File: src/source/umi_pkg.sv
// UMI packet layout shared by the link transmit design.
// Command field positions, opcode values and the packed packet type.
// Import by wildcard in any module that handles a UMI packet.

`default_nettype none

package umi_pkg;

   //############################################################
   // Field widths
   //############################################################
   localparam int UMI_CW = 32;                 // Command width
   localparam int UMI_AW = 32;                 // Address width
   localparam int UMI_DW = 64;                 // Data width

   // Command field positions
   localparam int UMI_OPCODE_LSB = 0;
   localparam int UMI_OPCODE_MSB = 4;
   localparam int UMI_SIZE_LSB   = 5;          // log2 of word size
   localparam int UMI_SIZE_MSB   = 7;
   localparam int UMI_LEN_LSB    = 8;          // Words minus one
   localparam int UMI_LEN_MSB    = 15;

   //############################################################
   // Opcodes
   //############################################################
   localparam logic [4:0] UMI_INVALID    = 5'd0;
   localparam logic [4:0] UMI_REQ_READ   = 5'd1;
   localparam logic [4:0] UMI_RESP_READ  = 5'd2;
   localparam logic [4:0] UMI_REQ_WRITE  = 5'd3;
   localparam logic [4:0] UMI_RESP_WRITE = 5'd4;
   localparam logic [4:0] UMI_REQ_POSTED = 5'd5;
   localparam logic [4:0] UMI_REQ_LINK   = 5'd14;
   localparam logic [4:0] UMI_RESP_LINK  = 5'd15;

   // Bytes on the wire for the short packet classes
   localparam int UMI_HDR_BYTES = 12;          // cmd + dstaddr + srcaddr
   localparam int UMI_CMD_BYTES = 4;           // cmd alone

   // Full packet, cmd in the low bits so it leaves first
   typedef struct packed {
      logic [UMI_DW-1:0] data;
      logic [UMI_AW-1:0] srcaddr;
      logic [UMI_AW-1:0] dstaddr;
      logic [UMI_CW-1:0] cmd;
   } umi_packet_t;

endpackage

`default_nettype wire

File: src/source/lumi_pkg.sv
// Link level constants for the transmit side.
// Counter widths, PHY width and the lane class used by the serializer.

`default_nettype none

package lumi_pkg;

   //############################################################
   // Link sizing
   //############################################################
   localparam int LUMI_IOW       = 64;         // PHY line width in bits
   localparam int LUMI_PKT_BYTES = 20;         // Largest packet on the wire
   localparam int LUMI_CNT_W     = 16;         // Credit and status counters
   localparam int LUMI_LEN_W     = 5;          // Byte and line counts, up to 20

   // Owner of the packet in the shift register
   typedef enum logic [1:0] {
      CLASS_REQ  = 2'b01,
      CLASS_RESP = 2'b10
   } lumi_class_e;

endpackage

`default_nettype wire

File: src/source/lumi_lane_if.sv
// Handshake between one channel lane and the serializer.
// The lane offers a sized packet, the serializer grants and reports lines sent.

`timescale 1ns/1ps
`default_nettype none

interface lumi_lane_if
   import umi_pkg::*, lumi_pkg::*;
   ();

   logic                  valid;      // Packet offered with enough credit
   umi_packet_t           pkt;        // Packet payload
   logic [LUMI_LEN_W-1:0] nbytes;     // Bytes on the wire
   logic [LUMI_LEN_W-1:0] nlines;     // PHY lines at current width
   logic                  ready;      // Serializer takes the packet
   logic                  line_sent;  // One line of this lane left the PHY port

   // Lane side
   modport lane (
      output valid, pkt, nbytes, nlines,
      input  ready, line_sent
   );

   // Serializer side
   modport tx (
      input  valid, pkt, nbytes, nlines,
      output ready, line_sent
   );

endinterface

`default_nettype wire

File: src/source/lumi_lane.sv
// Per channel lane of the link transmitter.
// Sizes the incoming packet, checks it against remote credits and counts stalls.
// Combinational from the UMI port to the serializer interface.

`timescale 1ns/1ps
`default_nettype none

module lumi_lane
   import umi_pkg::*, lumi_pkg::*;
   (
      input  logic                  clk,
      input  logic                  nreset,
      input  logic                  csr_crdt_en,  // 0 = infinite credit
      input  logic [1:0]            csr_iowidth,  // Line is 2^n bytes
      input  logic                  umi_valid,
      input  umi_packet_t           umi_pkt,
      output logic                  umi_ready,
      input  logic [LUMI_CNT_W-1:0] rmt_crdt,     // Lines granted by far side
      output logic [LUMI_CNT_W-1:0] stall_cnt,    // Cycles blocked on credit
      lumi_lane_if.lane             tx
   );

   //############################################################
   // Command decode
   //############################################################
   logic [4:0]            opcode;
   logic [2:0]            cmd_size;
   logic [7:0]            cmd_len;
   logic                  cmd_only;
   logic                  no_data;
   logic [15:0]           data_bytes_raw;
   logic [3:0]            data_bytes;
   logic [LUMI_LEN_W-1:0] nbytes;
   logic [3:0]            line_bytes;
   logic [LUMI_LEN_W:0]   nlines_raw;            // One extra bit for round up
   logic [LUMI_LEN_W-1:0] nlines;
   logic [LUMI_CNT_W-1:0] sent_cnt;
   logic [LUMI_CNT_W-1:0] crdt_avail;
   logic                  crdt_ok;

   assign opcode   = umi_pkt.cmd[UMI_OPCODE_MSB:UMI_OPCODE_LSB];
   assign cmd_size = umi_pkt.cmd[UMI_SIZE_MSB:UMI_SIZE_LSB];
   assign cmd_len  = umi_pkt.cmd[UMI_LEN_MSB:UMI_LEN_LSB];

   // Opcode class, atomics and user ops fall through as data
   always_comb
   begin
      cmd_only = 1'b0;
      no_data  = 1'b0;
      case (opcode)
         UMI_INVALID,
         UMI_REQ_LINK,
         UMI_RESP_LINK:  cmd_only = 1'b1;   // Header word only
         UMI_REQ_READ,
         UMI_RESP_WRITE: no_data  = 1'b1;   // Addresses, no payload
         default:        no_data  = 1'b0;   // Read resp, write, posted carry data
      endcase
   end

   // (len+1) << size, capped to the 64-bit data field
   assign data_bytes_raw = ({8'h00, cmd_len} + 16'd1) << cmd_size;
   assign data_bytes     = (data_bytes_raw > 16'd8) ? 4'd8 : data_bytes_raw[3:0];

   always_comb
   begin
      if (cmd_only)
         nbytes = LUMI_LEN_W'(UMI_CMD_BYTES);
      else if (no_data)
         nbytes = LUMI_LEN_W'(UMI_HDR_BYTES);
      else
         nbytes = LUMI_LEN_W'(UMI_HDR_BYTES) + {1'b0, data_bytes};
   end

   //############################################################
   // Line count, rounded up
   //############################################################
   assign line_bytes = 4'd1 << csr_iowidth;
   assign nlines_raw = ({1'b0, nbytes} + {{(LUMI_LEN_W-3){1'b0}}, line_bytes}
                        - {{LUMI_LEN_W{1'b0}}, 1'b1}) >> csr_iowidth;
   assign nlines     = nlines_raw[LUMI_LEN_W-1:0];    // Max 20, fits

   //############################################################
   // Credit tracking
   //############################################################
   // Lines sent so far, wraps with the remote counter
   always_ff @(posedge clk or negedge nreset)
   begin
      if (!nreset)
         sent_cnt <= '0;
      else if (tx.line_sent)
         sent_cnt <= sent_cnt + 1'b1;
   end

   // Line leaving this cycle is already spent
   assign crdt_avail = rmt_crdt - sent_cnt - {{(LUMI_CNT_W-1){1'b0}}, tx.line_sent};
   assign crdt_ok    = !csr_crdt_en || (crdt_avail >= {{(LUMI_CNT_W-LUMI_LEN_W){1'b0}}, nlines});

   // Blocked cycles for the status CSR
   always_ff @(posedge clk or negedge nreset)
   begin
      if (!nreset)
         stall_cnt <= '0;
      else if (umi_valid && !crdt_ok)
         stall_cnt <= stall_cnt + 1'b1;
   end

   //############################################################
   // Serializer side
   //############################################################
   assign tx.valid  = umi_valid && crdt_ok;
   assign tx.pkt    = umi_pkt;
   assign tx.nbytes = nbytes;
   assign tx.nlines = nlines;

   // Accept exactly when the serializer loads
   assign umi_ready = tx.ready && crdt_ok;

   // A line of this lane leaves only against remaining remote credit
   a_line_has_credit: assert property (@(posedge clk) disable iff (!nreset)
      (csr_crdt_en && tx.line_sent) |-> (rmt_crdt != sent_cnt));

endmodule

`default_nettype wire

File: src/source/lumi_serializer.sv
// Arbiter and shift register between the two lanes and the PHY port.
// Responses win over requests; the packet leaves LSB first, one line per transfer.

`timescale 1ns/1ps
`default_nettype none

module lumi_serializer
   import umi_pkg::*, lumi_pkg::*;
   (
      input  logic                clk,
      input  logic                nreset,
      input  logic                csr_en,        // 0 = take no new packets
      input  logic [1:0]          csr_iowidth,   // Line is 2^n bytes
      lumi_lane_if.tx             req,
      lumi_lane_if.tx             resp,
      output logic [LUMI_IOW-1:0] phy_txdata,
      output logic                phy_txvld,
      input  logic                phy_txready
   );

   localparam int PKT_W = 8 * LUMI_PKT_BYTES;   // 160 bit shift register

   logic [PKT_W-1:0]      shiftreg;
   logic [LUMI_LEN_W-1:0] lines_left;
   lumi_class_e           owner;
   logic                  line_xfer;
   logic                  last_line;
   logic                  can_load;
   logic                  load_req;
   logic                  load_resp;
   logic                  load;
   umi_packet_t           load_pkt;
   logic [LUMI_LEN_W-1:0] load_nbytes;
   logic [LUMI_LEN_W-1:0] load_nlines;
   logic [PKT_W-1:0]      byte_keep;
   logic [6:0]            shift_bits;

   //############################################################
   // Arbitration
   //############################################################
   assign line_xfer = phy_txvld && phy_txready;
   assign last_line = line_xfer && (lines_left == LUMI_LEN_W'(1));

   // Empty, or last line going out this cycle
   assign can_load = csr_en && ((lines_left == '0) || last_line);

   // Ready only toward a lane that offers, response first
   assign resp.ready = can_load && resp.valid;
   assign req.ready  = can_load && req.valid && !resp.valid;

   assign load_resp = resp.valid && resp.ready;
   assign load_req  = req.valid && req.ready;
   assign load      = load_resp || load_req;

   // Winner mux
   assign load_pkt    = load_resp ? resp.pkt    : req.pkt;
   assign load_nbytes = load_resp ? resp.nbytes : req.nbytes;
   assign load_nlines = load_resp ? resp.nlines : req.nlines;

   // Zero bytes past the packet end
   assign byte_keep = ~({PKT_W{1'b1}} << {load_nbytes, 3'b000});

   //############################################################
   // Shift register
   //############################################################
   assign shift_bits = 7'd8 << csr_iowidth;     // 8 to 64 bits per line

   // Packet bytes, lowest line on the PHY
   always_ff @(posedge clk)
   begin
      if (load)
         shiftreg <= load_pkt & byte_keep;
      else if (line_xfer)
         shiftreg <= shiftreg >> shift_bits;
   end

   // Line count and owner
   always_ff @(posedge clk or negedge nreset)
   begin
      if (!nreset)
      begin
         lines_left <= '0;
         owner      <= CLASS_REQ;
      end
      else if (load)
      begin
         lines_left <= load_nlines;
         owner      <= load_resp ? CLASS_RESP : CLASS_REQ;
      end
      else if (line_xfer)
         lines_left <= lines_left - 1'b1;
   end

   //############################################################
   // PHY port
   //############################################################
   assign phy_txvld  = (lines_left != '0);
   assign phy_txdata = shiftreg[LUMI_IOW-1:0];  // Upper bytes unused below 8B lines

   // Credit return to the owning lane
   assign req.line_sent  = line_xfer && (owner == CLASS_REQ);
   assign resp.line_sent = line_xfer && (owner == CLASS_RESP);

   // PHY sees a held line while stalled
   a_stall_hold: assert property (@(posedge clk) disable iff (!nreset)
      (phy_txvld && !phy_txready) |=> (phy_txvld && $stable(phy_txdata)));

   // Lanes offer at least one line and no more bytes than the register holds
   a_load_fits: assert property (@(posedge clk) disable iff (!nreset)
      load |-> (load_nlines != '0 && load_nbytes <= LUMI_LEN_W'(LUMI_PKT_BYTES)));

endmodule

`default_nettype wire

File: src/source/lumi_tx.sv
// Link transmit top level.
// Two UMI input channels, remote credit inputs, stall status and the PHY line port.

`timescale 1ns/1ps
`default_nettype none

module lumi_tx
   import umi_pkg::*, lumi_pkg::*;
   (
      input  logic                  clk,
      input  logic                  nreset,
      input  logic                  csr_en,
      input  logic                  csr_crdt_en,
      input  logic [1:0]            csr_iowidth,
      // Request channel
      input  logic                  umi_req_in_valid,
      input  logic [UMI_CW-1:0]     umi_req_in_cmd,
      input  logic [UMI_AW-1:0]     umi_req_in_dstaddr,
      input  logic [UMI_AW-1:0]     umi_req_in_srcaddr,
      input  logic [UMI_DW-1:0]     umi_req_in_data,
      output logic                  umi_req_in_ready,
      // Response channel
      input  logic                  umi_resp_in_valid,
      input  logic [UMI_CW-1:0]     umi_resp_in_cmd,
      input  logic [UMI_AW-1:0]     umi_resp_in_dstaddr,
      input  logic [UMI_AW-1:0]     umi_resp_in_srcaddr,
      input  logic [UMI_DW-1:0]     umi_resp_in_data,
      output logic                  umi_resp_in_ready,
      // Credits and status
      input  logic [LUMI_CNT_W-1:0] rmt_crdt_req,
      input  logic [LUMI_CNT_W-1:0] rmt_crdt_resp,
      output logic [31:0]           csr_crdt_status,   // {resp stalls, req stalls}
      // PHY
      output logic [LUMI_IOW-1:0]   phy_txdata,
      output logic                  phy_txvld,
      input  logic                  phy_txready
   );

   umi_packet_t req_pkt;
   umi_packet_t resp_pkt;

   // Plain ports into packets
   assign req_pkt  = '{data:    umi_req_in_data,
                       srcaddr: umi_req_in_srcaddr,
                       dstaddr: umi_req_in_dstaddr,
                       cmd:     umi_req_in_cmd};
   assign resp_pkt = '{data:    umi_resp_in_data,
                       srcaddr: umi_resp_in_srcaddr,
                       dstaddr: umi_resp_in_dstaddr,
                       cmd:     umi_resp_in_cmd};

   lumi_lane_if req_if ();
   lumi_lane_if resp_if ();

   //############################################################
   // Lanes
   //############################################################
   lumi_lane lane_req (
      .clk         (clk),
      .nreset      (nreset),
      .csr_crdt_en (csr_crdt_en),
      .csr_iowidth (csr_iowidth),
      .umi_valid   (umi_req_in_valid),
      .umi_pkt     (req_pkt),
      .umi_ready   (umi_req_in_ready),
      .rmt_crdt    (rmt_crdt_req),
      .stall_cnt   (csr_crdt_status[15:0]),
      .tx          (req_if.lane)
   );

   lumi_lane lane_resp (
      .clk         (clk),
      .nreset      (nreset),
      .csr_crdt_en (csr_crdt_en),
      .csr_iowidth (csr_iowidth),
      .umi_valid   (umi_resp_in_valid),
      .umi_pkt     (resp_pkt),
      .umi_ready   (umi_resp_in_ready),
      .rmt_crdt    (rmt_crdt_resp),
      .stall_cnt   (csr_crdt_status[31:16]),
      .tx          (resp_if.lane)
   );

   // Mux and shift out
   lumi_serializer serializer (
      .clk         (clk),
      .nreset      (nreset),
      .csr_en      (csr_en),
      .csr_iowidth (csr_iowidth),
      .req         (req_if.tx),
      .resp        (resp_if.tx),
      .phy_txdata  (phy_txdata),
      .phy_txvld   (phy_txvld),
      .phy_txready (phy_txready)
   );

endmodule

`default_nettype wire

File: config.mk
export PLATFORM = sky130hd
export DESIGN_NAME = lumi_tx
export DESIGN_NICKNAME = d
export VERILOG_FILES = /design/src/source/umi_pkg.sv /design/src/source/lumi_pkg.sv /design/src/source/lumi_lane_if.sv /design/src/source/lumi_lane.sv /design/src/source/lumi_serializer.sv /design/src/source/lumi_tx.sv
export SDC_FILE = /design/constraint.sdc
export NUM_CORES = 1
export LEC_CHECK = 0
export ABC_AREA = 1
export BUFFER_PORTS_ARGS = -buffer_cell sky130_fd_sc_hd__buf_2
export CAP_MARGIN = 20
export CELL_PAD_IN_SITES_DETAIL_PLACEMENT = 0
export CELL_PAD_IN_SITES_GLOBAL_PLACEMENT = 1
export CORE_UTILIZATION = 36
export CTS_CLUSTER_DIAMETER = 100
export DETAILED_ROUTE_END_ITERATION = 7
export HOLD_SLACK_MARGIN = 0.02
export PLACE_DENSITY_LB_ADDON = 0.1
export SLEW_MARGIN = 20
export SYNTH_ARGS = -nofsm -noshare
export SYNTH_HDL_FRONTEND = slang
export SYNTH_SLANG_ARGS = --single-unit
File: constraint.sdc
create_clock -name clk -period 5.43 [get_ports clk]
set_clock_uncertainty 0.15 [all_clocks]
set_input_delay 0.2715 -clock clk [delete_from_list [all_inputs] [get_ports clk]]
set_output_delay 0.2715 -clock clk [all_outputs]
set_load 0.05 [all_outputs]
* Word level (Yosys, flattened, before mapping)
Cells that the tools add are included.
** Operators by class
- Multiplexer cells :: 18
- Shift operators :: 8
- Equal/unequal tests :: 11
- Add/sub/neg operators :: 17
- Reduce and logical (&&, ||, !) cells :: 33
- $lt $le $gt $ge :: 4
- Bitwise logic cells :: 2
** Operators with widths (number)
- 160-bit 2-to-1 mux :: 3
- 160-bit AND :: 1
- 160-bit inverter :: 1
- 160-bit by 8-bit left shift with 160-bit output, first input constant :: 1
- 160-bit by 7-bit right shift with 160-bit output :: 1
- 16-bit by 1-bit adder with 16-bit output, second input constant :: 4
- 5-bit 2-to-1 mux :: 8
- 16-bit by 5-bit greater-or-equal comparator with 1-bit output :: 2
- 16-bit by 4-bit greater-than comparator with 1-bit output, second input constant :: 2
- 16-bit by 3-bit left shift with 16-bit output :: 2
- 16-bit by 1-bit subtractor with 16-bit output :: 2
- 16-bit subtractor :: 2
- 5-bit by 4-bit == test with 1-bit output, second input constant :: 4
- 8-bit by 1-bit adder with 9-bit output, second input constant :: 2
- 1-bit logical AND :: 16
- 5-bit by 1-bit == test with 1-bit output, second input constant :: 3
- 5-bit zero test :: 3
- 5-bit by 4-bit adder with 6-bit output :: 2
- 6-bit by 2-bit right shift with 5-bit output :: 2
- 6-bit by 1-bit subtractor with 6-bit output, second input constant :: 2
- 4-bit by 4-bit adder with 5-bit output, first input constant :: 2
- 5-bit by 3-bit == test with 1-bit output, second input constant :: 2
- 4-bit 2-to-1 mux :: 2
- 4-bit by 2-bit left shift with 7-bit output, first input constant :: 1
- other kinds (12) :: 23
** Word-level totals
- Flip-flop bits (word level) :: 231
- Output and inout port bits :: 99
- Input bits :: 361
- Logic and storage cells :: 100

* Depth between registers and ports, before layout
- Word-level depth :: 20
- Depth in mapped cells :: 49
- Gate-level depth less buffers :: 47

* By module
Synthesis repeated with hierarchy kept, for this count alone.
** Unflattened totals
- Cells, all modules :: 4229
- Area, all modules :: 26875.8 um2
** By module, submodules not included
- lumi_serializer :: instances 1, seq. area each 4981.0 um2, cells an instance 2541, area an instance 16025.4 um2
- lumi_lane :: instances 2, seq. area each 800.8 um2, cells an instance 844, area an instance 5425.2 um2

* Worst setup path before layout
OpenSTA, ideal clock, no wires.
- Path kind :: input -> register
- Start point :: input port umi_resp_in_cmd[8]
- End point :: register serializer.lines_left[0]
- Setup time :: 75 ps
- Required time :: 5205 ps
- Path buffers :: 1
- Arrival time :: 6967 ps
- Path slack :: -1762 ps
- Stages :: 45
- Cells stage by stage :: ha_1 nand2_1 nor2_1 nand2_1 nor3b_1 inv_1 o21ai_0 nand2_1 o21ai_0 inv_1 o211a_1 nand3_1 nor2_1 ha_1 a21oi_1 inv_1 ha_1 inv_1 (+9 left out) nand2_1 inv_1 nand2_1 nand2_1 nand2_1 nand3_1 nor2_1 nand3_1 nor2_2 nand2_2 nand2_2 nand3_4 nand2_2 buf_6 nor2_2 inv_2 o21ai_0 nand2_1
** On the way
- Word-level cells in the longest chain between the ends :: 18
- Elaborated cells on any way between the ends :: 22
- Those cells by class :: 4 x add/sub; 2 x order compare; 2 x shift; 5 x mux; 9 x reduce/logical
** RTL lines
- from (decl) :: line lumi_tx.sv:24 : input logic [UMI_CW-1:0] umi_resp_in_cmd,
- 8-bit by 1-bit adder with 9-bit output (*) :: line lumi_lane.sv:61 : assign data_bytes_raw = ({8'h00, cmd_len} + 16'd1) << cmd_size;
- 16-bit by 3-bit left shift with 16-bit output (*) :: line lumi_lane.sv:61
- 16-bit by 4-bit greater-than comparator with 1-bit output :: line lumi_lane.sv:62 : assign data_bytes = (data_bytes_raw > 16'd8) ? 4'd8 : data_bytes_raw[3:0];
- 4-bit 2-to-1 mux (*) :: line lumi_lane.sv:62
- 4-bit by 4-bit adder with 5-bit output (*) :: line lumi_lane.sv:71 : nbytes = LUMI_LEN_W'(UMI_HDR_BYTES) + {1'b0, data_bytes};
- 5-bit 2-to-1 mux (*) :: line lumi_lane.sv:68 : else if (no_data)
- 5-bit 2-to-1 mux (*) :: line lumi_lane.sv:66 : if (cmd_only)
- 5-bit by 4-bit adder with 6-bit output (*) :: line lumi_lane.sv:78 : assign nlines_raw = ({1'b0, nbytes} + {{(LUMI_LEN_W-3){1'b0}}, line_bytes}
- (+2 left out)
- 16-bit by 5-bit greater-or-equal comparator with 1-bit output :: line lumi_lane.sv:96 : assign crdt_ok = !csr_crdt_en || (crdt_avail >= {{(LUMI_CNT_W-LUMI_LEN_W){1'b0}}, nlines});
- 1-bit logical OR :: line lumi_lane.sv:96
- 1-bit logical AND :: line lumi_lane.sv:110 : assign tx.valid = umi_valid && crdt_ok;
- 1-bit zero test :: line lumi_serializer.sv:49 : assign req.ready = can_load && req.valid && !resp.valid;
- 1-bit logical AND :: line lumi_serializer.sv:49
- 1-bit logical AND :: line lumi_serializer.sv:52 : assign load_req = req.valid && req.ready;
- 1-bit logical OR :: line lumi_serializer.sv:53 : assign load = load_resp || load_req;
- 5-bit 2-to-1 mux / 2-bit nonzero test (equally long branches)
- to (signal assigned) :: line lumi_serializer.sv:87 : lines_left <= load_nlines;
- to (signal assigned) :: line lumi_serializer.sv:91 : lines_left <= lines_left - 1'b1;
- to (decl) :: line lumi_serializer.sv:24 : logic [LUMI_LEN_W-1:0] lines_left;
Mark *: on every way between the ends. The rest lies on a longest branch, timed or not.
A chain may end at the register's enable or synchronous reset.

* Worst setup path after layout
- Start point :: input port umi_resp_in_cmd[9]
- End point :: register serializer.shiftreg[111], data pin
** On the way
- Word-level cells in the longest chain between the ends :: 20
- Elaborated cells on any way between the ends :: 25
- Those cells by class :: 4 x add/sub; 2 x order compare; 3 x shift; 6 x mux; 2 x bitwise; 8 x reduce/logical
** RTL lines
- 8-bit by 1-bit adder with 9-bit output (*) :: line lumi_lane.sv:61
- 16-bit by 3-bit left shift with 16-bit output (*) :: line lumi_lane.sv:61
- 16-bit by 4-bit greater-than comparator with 1-bit output :: line lumi_lane.sv:62
- 4-bit 2-to-1 mux (*) :: line lumi_lane.sv:62
- 4-bit by 4-bit adder with 5-bit output (*) :: line lumi_lane.sv:71
- 5-bit 2-to-1 mux (*) :: line lumi_lane.sv:68
- 5-bit 2-to-1 mux (*) :: line lumi_lane.sv:66
- 5-bit by 4-bit adder with 6-bit output :: line lumi_lane.sv:78
- (+4 left out)
- 1-bit logical AND :: line lumi_lane.sv:110
- 1-bit logical AND :: line lumi_serializer.sv:48 : assign resp.ready = can_load && resp.valid;
- 1-bit logical AND :: line lumi_serializer.sv:51 : assign load_resp = resp.valid && resp.ready;
- 5-bit 2-to-1 mux :: line lumi_serializer.sv:57 : assign load_nbytes = load_resp ? resp.nbytes : req.nbytes;
- 160-bit by 8-bit left shift with 160-bit output :: line lumi_serializer.sv:61 : assign byte_keep = ~({PKT_W{1'b1}} << {load_nbytes, 3'b000});
- 160-bit inverter :: line lumi_serializer.sv:61
- 160-bit AND :: line lumi_serializer.sv:72 : shiftreg <= load_pkt & byte_keep;
- 160-bit 2-to-1 mux (*) :: line lumi_serializer.sv:71 : if (load)
- to (signal assigned) :: line lumi_serializer.sv:72
- to (signal assigned) :: line lumi_serializer.sv:74 : shiftreg <= shiftreg >> shift_bits;
- to (decl) :: line lumi_serializer.sv:23 : logic [PKT_W-1:0] shiftreg;
Marks and branches as above.

==> flow_summary.toml <==
[routing]
wire_per_inst_um = 21.46
drc = 0
wirelength_um = 115200
wl_met2_um = 54910
dr.pass1.iters = 5
dr.max_layer_used = "met5"
wl_met1_um = 45930
num_vias = 28380
ant_nets = 0
viasPerCell = 5.288
initialDrtViolationCount = 2689
met3_length_um = 7533

[finish]
final_util_pct = 53.34
final_cell_mix = "nand2_1 (1283), buf_2 (451), inv_1 (317)"
area_growth_pct = 45.33
regArea_um2 = 6583
fillers = 6511
final_nets = 4945
layout_commonest_cell = "nand2_1"
final_cell_count_no_fill = 5367
multi_input_area_um2 = 16340
fin_area_um2 = 34570
layout-drive-gt1-share_pct = 27.82

[floorplanning]
start_util_pct = 36.70
dieArea_um2 = 67110
die_h_um = 259.1
ios = 460
rows = 93
core_um2 = 64810
die_x_um = 259.1

[logic_synthesis]
netlist_top_cells_area = "nand2_1 (22%), edfxtp_1 (20%), dfrtp_1 (7.4%)"
synth-seq-cells = 231
async_flop_share_pct = 30.74
syn_inst = 3735
synth_nets = 4198
syn_area_um2 = 23790
yosys_warnings = 0
synth_enable_flop_cells = 160
synthFlopType = "edfxtp_1"
yosys.area.top_type_share_pct = 22.08
synthDistinctLibCells = 63
yosys.area.top_type = "nand2_1"
yosysSeqAreaShare_pct = 27.67
syn_area_per_cell_um2 = 6.369

[place]
portBuffers = 459
dp_hpwl_um = 83110
dpl.cell_count = 5026
gp_congestion = 0.9732
placed_area_um2 = 28200

[timing]
timing.final.crit_share_pct = 105.0
hold_viol_final = 0
tightest_slew_ps = 1137
setup_slack_ps = -271.9
rsz0062_at_grt = "yes"
finalSetupViolations = 336
layout_min_cycle_time_ps = 5702
finalSetupTns_ps = -59840
whs_ps = 22.25
max_freq_mhz = 175.4
relSlewSlack_pct = 23.42
finalMaxSlewViolations = 0

[global_route]
grt_first_pass_wirelength_um = 164300
antenna_found_initial = 12
gr-total-overflow = 0
gr-usage-all-layers_pct = 32.51
grt_start_max_net_pins = 152
grt_pass1_vias = 27100

[worst_setup_path]
cp_slowest_stage_delay_ps = 290
startpoint_type = "input pin"
worstSetupEndpointType = "register"
crit_path_max_fanout = 8
arrival_ps = 5870
required_ps = 5590
path_class = "input pin to register"
crit_top_cell = "nand2_1"
slowest_stage = "ha_1"

[run_status]
status = "finished, violations left"
violations = "setup timing"

[cts]
cts_buffers = 34
cts_tree = "built"
clock_latency_ps = 570
clockBufferDepth = 3
htree_num_levels = 2
clkSinkCount = 231
path_clk_slew_ps = 60
cts-root-buf = "clkbuf_16"

[run]
cap_violations = 0

[pwr]
p_leak_nw = 17.15
peakVddDrop_mv = 0.2351
p_per_area_nw_per_um2 = 272.9

[worst_hold_path]
hp-class = "input pin to register"
report_power, final:
group          switching, mW  internal, mW  leakage [nW]
sequential             0.274          2.25          2.48
combinational           2.77          1.75          14.1
clock                  0.962          1.42         0.554
total                   4.01          5.43          17.1
layer usage:
layer  vias to the layer above  global-route usage, %
li1                      13710                      -
met5                         -                      0
met2                      1107                  55.56
met3                       275                  3.896
met1                     13280                  39.68
met4                         6                  17.85
stage by stage:
step	setup slack, ps	total power, mW
after floorplan	-283.4	4.906
after global placement	-1064	6.277
after detailed placement	-1158	6.280
after CTS	-185.4	9.117
after global routing	-679.9	9.932
final	-271.9	9.435
sequential cells by signal, indices dropped and copies added, names as in the netlist:
signal,flops
lane_req.sent_cnt,16
lane_req.stall_cnt,16
lane_resp.sent_cnt,16
lane_resp.stall_cnt,16
serializer.lines_left,5
serializer.owner,2
serializer.shiftreg,160
worst max-delay path, delay by kind of cell:
kind / cells / cell delay [ps]
xor gates and xnor gates: 2 / 360
and+or+nand+nor: 22 / 1890
AOI/OAI and AO/OA: 7 / 830
buffers and inverters: 11 / 1150
muxes: 1 / 110
adders and majority gates: 5 / 1200
final timing paths:
path	startpoint	to	slack (ps)	cells past startpoint
setup / recovery	umi_resp_in_cmd[9]	serializer.shiftreg[111]	-270	48
hold / removal	umi_req_in_data[22]	serializer.shiftreg[118]	20	5
setup reg to reg	serializer.lines_left[0]	serializer.shiftreg[111]	120	33
hold reg to reg	lane_resp.stall_cnt[15]	lane_resp.stall_cnt[15]	330	1
max in group asynchronous	nreset	lane_resp.sent_cnt[6]	3460	4
min in group asynchronous	nreset	lane_req.sent_cnt[2]	510	3
layout make-up:
| cell class | instances | area share (%) |
|---|---|---|
| Clock inverter | 18 | 0.6080 |
| Multi-Input combinational cell | 2891 | 47.25 |
| Timing Repair inverter | 1 | 0.03257 |
| Tap cell | 855 | 3.094 |
| Antenna cell | 5 | 0.03619 |
| Sequential cell | 231 | 19.04 |
| Clock buffer | 43 | 2.711 |
| Inverter | 354 | 4.101 |
| Timing Repair Buffer | 969 | 23.12 |
synthesized netlist by cell type (3+ instances only):
cell / instances
o21ai_1: 47
nor4_1: 4
nand2_2: 21
nand4_1: 39
o221ai_1: 3
inv_2: 13
nor2_1: 207
o21ai_0: 339
nor3_1: 30
fa_1: 6
edfxtp_1: 160
ha_1: 96
nand2_1: 1399
nor2_2: 7
nand3b_1: 22
buf_6: 8
xor2_1: 57
nand3_1: 271
mux2i_1: 49
o311ai_0: 10
a21oi_1: 76
o211ai_1: 60
dfrtp_1: 70
or2_2: 24
or2_0: 3
xnor2_1: 27
a31oi_1: 26
inv_1: 339
o22ai_1: 14
buf_4: 71
buf_1: 20
buf_2: 47
nand3_2: 11
clkbuf_1: 113
or2_1: 7
logic make-up after synthesis:
family | share of synthesized area [%]
flops | 27.67
compound gates | 13.89
mux | 2.062
buf+inv | 11.39
simple gates | 36.34
fa+ha+maj | 5.554
xor+xnor | 3.093
what timing repair did:
item,CTS,global route
setup endpoints to repair,349,359
pin swaps,89,96
hold buffers,150,0
setup buffers,61,38
resized for setup,264,280
endpoints found under the hold margin,107,0
cloned,17,16
No activity file was read; power rests on OpenSTA's default activity.
